## config.mk

```make
export PLATFORM = sky130hd
export DESIGN_NAME = exu_top
export DESIGN_NICKNAME = d
export VERILOG_FILES = /design/src/logic/exu_pkg.sv /design/src/logic/alu.sv /design/src/logic/exu.sv /design/src/logic/exu_top.sv /design/src/logic/lsu.sv /design/src/logic/operand_bypass.sv /design/src/logic/regfile.sv
export SDC_FILE = /design/constraint.sdc
export NUM_CORES = 2
export LEC_CHECK = 0
export BUFFER_PORTS_ARGS = -buffer_cell sky130_fd_sc_hd__buf_2
export CORE_UTILIZATION = 45
export DETAILED_ROUTE_END_ITERATION = 10
export PLACE_DENSITY = 0.61
export SYNTH_ARGS = -nofsm -noshare
export SYNTH_HDL_FRONTEND = slang
export SYNTH_SLANG_ARGS = --single-unit
```

## constraint.sdc

```tcl
create_clock -name clk -period 23.9 [get_ports clk]
set_input_delay 0 -clock clk [delete_from_list [all_inputs] [get_ports clk]]
set_output_delay 0 -clock clk [all_outputs]
set_load 0.005 [all_outputs]
```

## src/logic/exu_pkg.sv

```systemverilog
package exu_pkg;

    localparam int XLEN = 32;
    localparam int REG_ADDR_W = 4;
    localparam int NUM_REGS = 1 << REG_ADDR_W;

    // exu output, lsu stage 1 and lsu stage 2.
    localparam int BYPASS_DEPTH = 3;
    localparam int STG_EX = 0;
    localparam int STG_M1 = 1;
    localparam int STG_M2 = 2;

    // word addressed, index taken from address bits 7:2.
    localparam int DMEM_WORDS = 64;
    localparam int DMEM_ADDR_W = $clog2(DMEM_WORDS);

    typedef enum logic [4:0] {
        OP_ADD,
        OP_SUB,
        OP_AND,
        OP_OR,
        OP_XOR,
        OP_SLL,
        OP_SRL,
        OP_SRA,
        OP_SLT,
        OP_SLTU,
        OP_LUI,
        OP_ADDI,
        OP_JAL,
        OP_JALR,
        OP_BEQ,
        OP_BNE,
        OP_BLT,
        OP_BLTU,
        OP_LW,
        OP_SW
    } exu_op_e;

endpackage

```

## src/logic/alu.sv

```systemverilog
`timescale 1ns/100ps

module alu
    import exu_pkg::*;
(
    input  exu_op_e         op,
    input  logic [XLEN-1:0] a,
    input  logic [XLEN-1:0] b,
    input  logic [XLEN-1:0] c,
    input  logic [XLEN-1:0] d,
    output logic [XLEN-1:0] result,
    output logic            cond
);

    logic [XLEN-1:0] sum;
    logic [4:0]      shamt;

    assign sum = a + b;
    assign shamt = b[4:0];

    always_comb begin
        case (op)
            OP_SUB:  result = a - b;
            OP_AND:  result = a & b;
            OP_OR:   result = a | b;
            OP_XOR:  result = a ^ b;
            OP_SLL:  result = a << shamt;
            OP_SRL:  result = a >> shamt;
            OP_SRA:  result = $signed(a) >>> shamt;
            OP_SLT:  result = {{(XLEN-1){1'b0}}, $signed(a) < $signed(b)};
            OP_SLTU: result = {{(XLEN-1){1'b0}}, a < b};
            // immediate arrives already shifted.
            OP_LUI:  result = b;
            OP_JALR: result = {sum[XLEN-1:1], 1'b0};
            // add, addi, address and branch target.
            default: result = sum;
        endcase
    end

    always_comb begin
        case (op)
            OP_JAL,
            OP_JALR: cond = 1'b1;
            OP_BEQ:  cond = (c == d);
            OP_BNE:  cond = (c != d);
            OP_BLT:  cond = ($signed(c) < $signed(d));
            OP_BLTU: cond = (c < d);
            default: cond = 1'b0;
        endcase
    end

endmodule

```

## src/logic/exu.sv

```systemverilog
`timescale 1ns/100ps

module exu
    import exu_pkg::*;
(
    input  logic                  clk,
    input  logic                  rst,
    input  logic                  in_valid,
    input  logic [XLEN-1:0]       in_pc,
    input  exu_op_e               in_op,
    input  logic [REG_ADDR_W-1:0] in_rd,
    input  logic [REG_ADDR_W-1:0] in_rs1,
    input  logic [REG_ADDR_W-1:0] in_rs2,
    input  logic [XLEN-1:0]       in_imm,
    output logic                  in_ready,
    input  logic [XLEN-1:0]       src1,
    input  logic [XLEN-1:0]       src2,
    input  logic                  load_wait,
    output logic                  use_rs1,
    output logic                  use_rs2,
    output logic                  redirect_valid,
    output logic [XLEN-1:0]       redirect_pc,
    input  logic                  redirect_ack,
    output logic                  ex_valid,
    output logic                  ex_we,
    output logic                  ex_is_load,
    output logic                  ex_is_store,
    output logic [REG_ADDR_W-1:0] ex_rd,
    output logic [XLEN-1:0]       ex_result,
    output logic [XLEN-1:0]       ex_store_data
);

    logic            is_rr;
    logic            is_branch;
    logic            is_jump;
    logic            is_load;
    logic            is_store;
    logic            pc_based;
    logic [XLEN-1:0] alu_a;
    logic [XLEN-1:0] alu_b;
    logic [XLEN-1:0] alu_result;
    logic            alu_cond;
    logic [XLEN-1:0] pc_plus4;
    logic            accept;
    logic            take_redirect;

    assign is_rr = in_op inside {OP_ADD, OP_SUB, OP_AND, OP_OR, OP_XOR,
                                 OP_SLL, OP_SRL, OP_SRA, OP_SLT, OP_SLTU};
    assign is_branch = in_op inside {OP_BEQ, OP_BNE, OP_BLT, OP_BLTU};
    assign is_jump = in_op inside {OP_JAL, OP_JALR};
    assign is_load = (in_op == OP_LW);
    assign is_store = (in_op == OP_SW);
    assign pc_based = is_branch || (in_op == OP_JAL);

    // x0 reads never need forwarding or a stall.
    assign use_rs1 = in_valid && !(in_op inside {OP_LUI, OP_JAL}) && (in_rs1 != '0);
    assign use_rs2 = in_valid && (is_rr || is_branch || is_store) && (in_rs2 != '0);

    assign in_ready = !load_wait;
    assign accept = in_valid && in_ready;

    assign alu_a = pc_based ? in_pc : src1;
    assign alu_b = is_rr ? src2 : in_imm;
    assign pc_plus4 = in_pc + XLEN'(4);

    alu alu_inst (
        .op     (in_op),
        .a      (alu_a),
        .b      (alu_b),
        .c      (src1),
        .d      (src2),
        .result (alu_result),
        .cond   (alu_cond)
    );

    // fall-through targets need no redirect.
    assign take_redirect = accept && !redirect_valid && alu_cond && (alu_result != pc_plus4);

    always_ff @(posedge clk or posedge rst) begin
        if (rst) begin
            redirect_valid <= 1'b0;
        end else if (redirect_valid) begin
            redirect_valid <= !redirect_ack;
        end else begin
            redirect_valid <= take_redirect;
        end
    end

    always_ff @(posedge clk) begin
        if (take_redirect) begin
            redirect_pc <= alu_result;
        end
    end

    // squashed or missing instructions leave a bubble.
    always_ff @(posedge clk or posedge rst) begin
        if (rst) begin
            ex_valid <= 1'b0;
            ex_we <= 1'b0;
            ex_is_load <= 1'b0;
            ex_is_store <= 1'b0;
        end else begin
            ex_valid <= accept && !redirect_valid;
            if (accept) begin
                ex_we <= !(is_branch || is_store);
                ex_is_load <= is_load;
                ex_is_store <= is_store;
            end
        end
    end

    always_ff @(posedge clk) begin
        if (accept) begin
            ex_rd <= in_rd;
            ex_result <= is_jump ? pc_plus4 : alu_result;
            ex_store_data <= src2;
        end
    end

endmodule

```

## src/logic/exu_top.sv

```systemverilog
`timescale 1ns/100ps

module exu_top
    import exu_pkg::*;
(
    input  logic                  clk,
    input  logic                  rst,
    input  logic                  in_valid,
    input  logic [XLEN-1:0]       in_pc,
    input  exu_op_e               in_op,
    input  logic [REG_ADDR_W-1:0] in_rd,
    input  logic [REG_ADDR_W-1:0] in_rs1,
    input  logic [REG_ADDR_W-1:0] in_rs2,
    input  logic [XLEN-1:0]       in_imm,
    output logic                  in_ready,
    output logic                  redirect_valid,
    output logic [XLEN-1:0]       redirect_pc,
    input  logic                  redirect_ack,
    output logic                  wb_valid,
    output logic [REG_ADDR_W-1:0] wb_rd,
    output logic [XLEN-1:0]       wb_data
);

    logic [XLEN-1:0]       src1;
    logic [XLEN-1:0]       src2;
    logic                  load_wait;
    logic                  use_rs1;
    logic                  use_rs2;
    logic [XLEN-1:0]       rf_rdata1;
    logic [XLEN-1:0]       rf_rdata2;
    logic                  ex_valid;
    logic                  ex_we;
    logic                  ex_is_load;
    logic                  ex_is_store;
    logic [REG_ADDR_W-1:0] ex_rd;
    logic [XLEN-1:0]       ex_result;
    logic [XLEN-1:0]       ex_store_data;
    logic                  m1_valid;
    logic                  m1_we;
    logic                  m1_is_load;
    logic [REG_ADDR_W-1:0] m1_rd;
    logic [XLEN-1:0]       m1_result;
    logic                  m2_valid;
    logic                  m2_we;
    logic [REG_ADDR_W-1:0] m2_rd;
    logic [XLEN-1:0]       m2_data;

    exu exu_inst (.*);

    operand_bypass operand_bypass_inst (
        .*,
        .rs1 (in_rs1),
        .rs2 (in_rs2)
    );

    // stage 2 of the lsu owns the write port.
    regfile regfile_inst (
        .clk    (clk),
        .rst    (rst),
        .raddr1 (in_rs1),
        .raddr2 (in_rs2),
        .rdata1 (rf_rdata1),
        .rdata2 (rf_rdata2),
        .we     (wb_valid),
        .waddr  (wb_rd),
        .wdata  (wb_data)
    );

    lsu lsu_inst (.*);

endmodule

```

## src/logic/lsu.sv

```systemverilog
`timescale 1ns/100ps

module lsu
    import exu_pkg::*;
(
    input  logic                  clk,
    input  logic                  rst,
    input  logic                  ex_valid,
    input  logic                  ex_we,
    input  logic                  ex_is_load,
    input  logic                  ex_is_store,
    input  logic [REG_ADDR_W-1:0] ex_rd,
    input  logic [XLEN-1:0]       ex_result,
    input  logic [XLEN-1:0]       ex_store_data,
    output logic                  m1_valid,
    output logic                  m1_we,
    output logic                  m1_is_load,
    output logic [REG_ADDR_W-1:0] m1_rd,
    output logic [XLEN-1:0]       m1_result,
    output logic                  m2_valid,
    output logic                  m2_we,
    output logic [REG_ADDR_W-1:0] m2_rd,
    output logic [XLEN-1:0]       m2_data,
    output logic                  wb_valid,
    output logic [REG_ADDR_W-1:0] wb_rd,
    output logic [XLEN-1:0]       wb_data
);

    logic [XLEN-1:0]        dmem [DMEM_WORDS];
    logic                   m1_is_store;
    logic [XLEN-1:0]        m1_store_data;
    logic [DMEM_ADDR_W-1:0] m1_index;
    logic                   m2_is_load;
    logic [XLEN-1:0]        m2_result;
    logic [XLEN-1:0]        ram_rdata;

    always_ff @(posedge clk or posedge rst) begin
        if (rst) begin
            m1_valid <= 1'b0;
            m1_we <= 1'b0;
            m1_is_load <= 1'b0;
            m1_is_store <= 1'b0;
            m2_valid <= 1'b0;
            m2_we <= 1'b0;
            m2_is_load <= 1'b0;
        end else begin
            m1_valid <= ex_valid;
            m1_we <= ex_we;
            m1_is_load <= ex_is_load;
            m1_is_store <= ex_is_store;
            m2_valid <= m1_valid;
            m2_we <= m1_we;
            m2_is_load <= m1_is_load;
        end
    end

    always_ff @(posedge clk) begin
        m1_rd <= ex_rd;
        m1_result <= ex_result;
        m1_store_data <= ex_store_data;
        m2_rd <= m1_rd;
        m2_result <= m1_result;
    end

    // upper address bits are ignored.
    assign m1_index = m1_result[DMEM_ADDR_W+1:2];

    always_ff @(posedge clk) begin
        if (m1_valid && m1_is_store) begin
            dmem[m1_index] <= m1_store_data;
        end
        if (m1_valid && m1_is_load) begin
            ram_rdata <= dmem[m1_index];
        end
    end

    assign m2_data = m2_is_load ? ram_rdata : m2_result;

    assign wb_valid = m2_valid && m2_we && (m2_rd != '0);
    assign wb_rd = m2_rd;
    assign wb_data = m2_data;

endmodule

```

## src/logic/operand_bypass.sv

```systemverilog
`timescale 1ns/100ps

module operand_bypass
    import exu_pkg::*;
(
    input  logic [REG_ADDR_W-1:0] rs1,
    input  logic [REG_ADDR_W-1:0] rs2,
    input  logic                  use_rs1,
    input  logic                  use_rs2,
    input  logic [XLEN-1:0]       rf_rdata1,
    input  logic [XLEN-1:0]       rf_rdata2,
    input  logic                  ex_valid,
    input  logic                  ex_we,
    input  logic                  ex_is_load,
    input  logic [REG_ADDR_W-1:0] ex_rd,
    input  logic [XLEN-1:0]       ex_result,
    input  logic                  m1_valid,
    input  logic                  m1_we,
    input  logic                  m1_is_load,
    input  logic [REG_ADDR_W-1:0] m1_rd,
    input  logic [XLEN-1:0]       m1_result,
    input  logic                  m2_valid,
    input  logic                  m2_we,
    input  logic [REG_ADDR_W-1:0] m2_rd,
    input  logic [XLEN-1:0]       m2_data,
    output logic [XLEN-1:0]       src1,
    output logic [XLEN-1:0]       src2,
    output logic                  load_wait
);

    logic                  stg_hit  [BYPASS_DEPTH];
    logic [REG_ADDR_W-1:0] stg_rd   [BYPASS_DEPTH];
    logic [XLEN-1:0]       stg_data [BYPASS_DEPTH];
    logic                  stg_pend [BYPASS_DEPTH];
    logic                  src1_pend;
    logic                  src2_pend;

    always_comb begin
        stg_hit[STG_EX] = ex_valid && ex_we;
        stg_rd[STG_EX] = ex_rd;
        stg_data[STG_EX] = ex_result;
        stg_pend[STG_EX] = ex_is_load;
        stg_hit[STG_M1] = m1_valid && m1_we;
        stg_rd[STG_M1] = m1_rd;
        stg_data[STG_M1] = m1_result;
        stg_pend[STG_M1] = m1_is_load;
        // load data is back from the ram by stage 2.
        stg_hit[STG_M2] = m2_valid && m2_we;
        stg_rd[STG_M2] = m2_rd;
        stg_data[STG_M2] = m2_data;
        stg_pend[STG_M2] = 1'b0;
    end

    // oldest first, so the youngest match overrides.
    always_comb begin
        src1 = rf_rdata1;
        src2 = rf_rdata2;
        src1_pend = 1'b0;
        src2_pend = 1'b0;
        for (int i = BYPASS_DEPTH - 1; i >= 0; i--) begin
            if (stg_hit[i] && (stg_rd[i] == rs1) && (rs1 != '0)) begin
                src1 = stg_data[i];
                src1_pend = stg_pend[i];
            end
            if (stg_hit[i] && (stg_rd[i] == rs2) && (rs2 != '0)) begin
                src2 = stg_data[i];
                src2_pend = stg_pend[i];
            end
        end
    end

    assign load_wait = (use_rs1 && src1_pend) || (use_rs2 && src2_pend);

endmodule

```

## src/logic/regfile.sv

```systemverilog
`timescale 1ns/100ps

module regfile
    import exu_pkg::*;
(
    input  logic                  clk,
    input  logic                  rst,
    input  logic [REG_ADDR_W-1:0] raddr1,
    input  logic [REG_ADDR_W-1:0] raddr2,
    output logic [XLEN-1:0]       rdata1,
    output logic [XLEN-1:0]       rdata2,
    input  logic                  we,
    input  logic [REG_ADDR_W-1:0] waddr,
    input  logic [XLEN-1:0]       wdata
);

    logic [XLEN-1:0] regs [NUM_REGS];

    assign rdata1 = regs[raddr1];
    assign rdata2 = regs[raddr2];

    // x0 is cleared by reset and never written.
    always_ff @(posedge clk or posedge rst) begin
        if (rst) begin
            for (int i = 0; i < NUM_REGS; i++) begin
                regs[i] <= '0;
            end
        end else if (we && (waddr != '0)) begin
            regs[waddr] <= wdata;
        end
    end

endmodule

```

==> impl_metrics.ini <==
[status]
outcome = complete, but fails checks
failed_checks = max-capacitance violations, max-slew violations

[die]
core_um2 = 269000
initial_core_util = 0.454
pin_count = 156
rows = 190
die_h_um = 523
die_width_um = 523
die_area_um2 = 274000

[synthesis]
syn-mean-instance-area_um2 = 13.7
synth_cell_types = 117
seq_area_frac_synth = 0.660
synth_ff_type = edfxtp_1
syn_inst = 8897
async_flop_share = 0.187
ys_seq_elements = 2808
synth-edff-count = 2180
syn_nets = 9114
yosys_warnings = 0
mappedNetlistArea_um2 = 122000

[clock_network]
numCtsBuffers = 294
clk_path_buf_depth = 4
cts_tree = yes
root_buffer = clkbuf_16
cts.clk_slew.worst_paths_ps = 70
htree_num_levels = 5
clkSinkCount = 2808
post_cts_resize_count = 0
clk_latency_ps = 890

[routing]
via_per_inst = 6.69
route.vias.total = 85614
post_drt_wl_per_cell_um = 36.1
drtIter0Drc = 11929
dr.pass1.iters = 8
drc = 0
drt-total-wl_um = 462000
postRouteAntennaNets = 0

[global_routing]
grt_pass1_vias = 80410
antenna_found_initial = 37
globalRouteOverflowTotal = 0
grt_max_degree = 171
grt_pass1_wl_um = 640000
grt.total_usage = 0.333

[power]
irDropWorstVdd_uv = 68.8
powerDensity_nw_per_um2 = 104
power_uw = 14400
power_leakage_uw = 0.0468

[timing]
max_slew.worst_pin.slew_ps = 1490
rsz0062_at_grt = false
max-slew-margin-rel = -0.000982
finalMaxSlewViolations = 1
timing.final.crit_share = 0.426
clock.fmax_mhz = 98.2
hold_viol_final = 0
min_period_ps = 10190
finalClockSkew_ps = 89.5
setup_viol = 0
tns_ps = 0
finalHoldWorstSlack_ps = 48.9

[placed_design]
io_buffer_count = 155
dp_hpwl_um = 290000
place_inst = 12232
place.gp.congestion = 1.02

[final_layout]
postLayoutCoreUtil = 0.512
fin_cells = 12801
drive_gt1_frac = 0.161
layout.nets = 9237
area_growth_pct = 12.7

[worst_setup_path]
criticalPathCategory = reg -> reg
startpoint = lsu_inst.m2_rd[0]
start_kind = flip-flop
arrival_ps = 10920
worstReg2RegStart = lsu_inst.m2_rd[0]
worst-path-max-fanout = 43
crit_path_end_kind = flip-flop
critical_path_required_ps = 24630

[hold_path]
min_path_type = in -> reg
hold_path_startpoint = in_pc[17]

[flow_run]
cap_violations = 2
==> state kept, by name, indices dropped and copies added, names as in the netlist, 4 cells and up <==
register,count
regfile_inst.regs,512
lsu_inst.dmem,2048
exu_inst.redirect_pc,32
lsu_inst.ram_rdata,32
lsu_inst.m2_result,32
lsu_inst.m1_result,32
exu_inst.ex_rd,4
lsu_inst.m1_store_data,32
lsu_inst.m2_rd,4
exu_inst.ex_result,32
exu_inst.ex_store_data,32
lsu_inst.m1_rd,4
==> final cells by class <==
cell class | count | area, um^2
Inverter | 192 | 733
Timing Repair Buffer | 529 | 3870
Tap cell | 3552 | 4440
Fill cell | 22471 | 131000
Sequential cell | 2808 | 80700
Multi-Input combinational cell | 5195 | 38800
Clock inverter | 132 | 1180
Antenna cell | 18 | 45.0
Clock buffer | 375 | 7920
==> power breakdown <==
part           total (uW)  internal (uW)  switching, uW
sequential           6200           5860            331
combinational        3790           1190           2600
clock                4400           2500           1900
total               14400           9550           4830
==> worst paths after layout <==
kind,end,slack [ps],cells past startpoint
min,exu_inst.ex_result[18],50,4
min in group asynchronous,regfile_inst.regs[435],490,4
max reg2reg,exu_inst.redirect_valid,13710,27
max,exu_inst.redirect_valid,13710,27
min reg2reg,lsu_inst.m1_store_data[12],340,0
max in group asynchronous,regfile_inst.regs[170],19860,7
==> cell families (layout without fill, tap and decap cells) <==
group           Yosys count  after routing  synth area share
other cells               0             18                 0
flops                  2808           2808             0.660
fa+ha+maj               132            132            0.0136
buf+inv                 894           1228            0.0302
simple gates           1741           1741            0.0645
compound gates         2794           2794             0.161
xor+xnor                 94             94           0.00674
mux                     434            434            0.0639
==> layer usage <==
layer	track usage	wire (um)	part of all wire	up-vias
li1	-	-	-	35450
met5	0	200	0.00043	-
met2	0.507	207000	0.45	5388
met4	0.163	25600	0.055	28
met3	0.0665	47600	0.10	930
met1	0.456	181000	0.39	43818
==> cells in the final DEF, fill, tap and decap left out, drive strengths merged, types with 127 or more instances in the layout <==
master / count
clkbuf: 377
a31oi: 182
nand3: 127
buf: 483
mux4: 271
nor2: 749
dfrtp: 524
o21ai: 329
a22oi: 769
nand2: 409
a21oi: 606
edfxtp: 2180
a22o: 178
ha: 130
a221oi: 206
inv: 201
mux2i: 148
==> critical path, cell delays in order (launching register included) <==
cell           delay [ps]
dfxtp_1               560
xnor2_1               120
nand3_1               280
or2_2                 930
o211ai_1              310
o211ai_1              200
o21ai_0               120
o21ai_0              1150
a21boi_0              250
buf_4                 210
ha_1                  470
nor4bb_1              510
and3_1                260
o311a_1               280
o21bai_1              200
a21oi_1               270
o211ai_1              180
a21oi_1               270
mux2i_1               450
o32a_1                300
a21oi_1               100
a2111oi_0             620
nand4b_1              170
nor4_1                620
nand4_1               230
nor4_2                310
o22ai_1               120
dlygate4sd3_1         570
==> stage by stage <==
step	area (um^2)	worst slack [ps]
2_1_floorplan	122000	9260
3_3_place_gp	128000	13990
3_5_place_dp	128000	13880
4_1_cts	138000	13940
5_1_grt	138000	13390
6_report	138000	13710
==> timing repair <==
item,CTS,global route
setup buffers,0,0
endpoints found under the hold margin,159,0
hold buffers,44,0
==> Yosys cell counts, drive strengths merged (31+ instances only) <==
library cell | number | area, um^2
edfxtp | 2180 | 65500
a22oi | 769 | 5770
nor2 | 749 | 2840
a21oi | 606 | 3040
dfrtp | 524 | 13100
clkbuf | 491 | 1840
nand2 | 409 | 1540
o21ai | 329 | 1690
mux4 | 271 | 6100
buf | 211 | 1120
a221oi | 206 | 1830
inv | 192 | 726
a31oi | 182 | 1140
a22o | 178 | 1560
mux2i | 148 | 1530
ha | 130 | 1630
nand3 | 127 | 641
dfxtp | 104 | 2080
nor3 | 96 | 490
nand4 | 83 | 532
a211oi | 79 | 603
a2111oi | 72 | 843
o22ai | 57 | 357
xnor2 | 57 | 499
and3 | 54 | 338
nor4 | 48 | 322
a41oi | 41 | 382
o211ai | 38 | 290
xor2 | 37 | 324
nand2b | 32 | 200
nor2b | 31 | 194
o31ai | 31 | 315
Power figures use the tool's default switching activity.
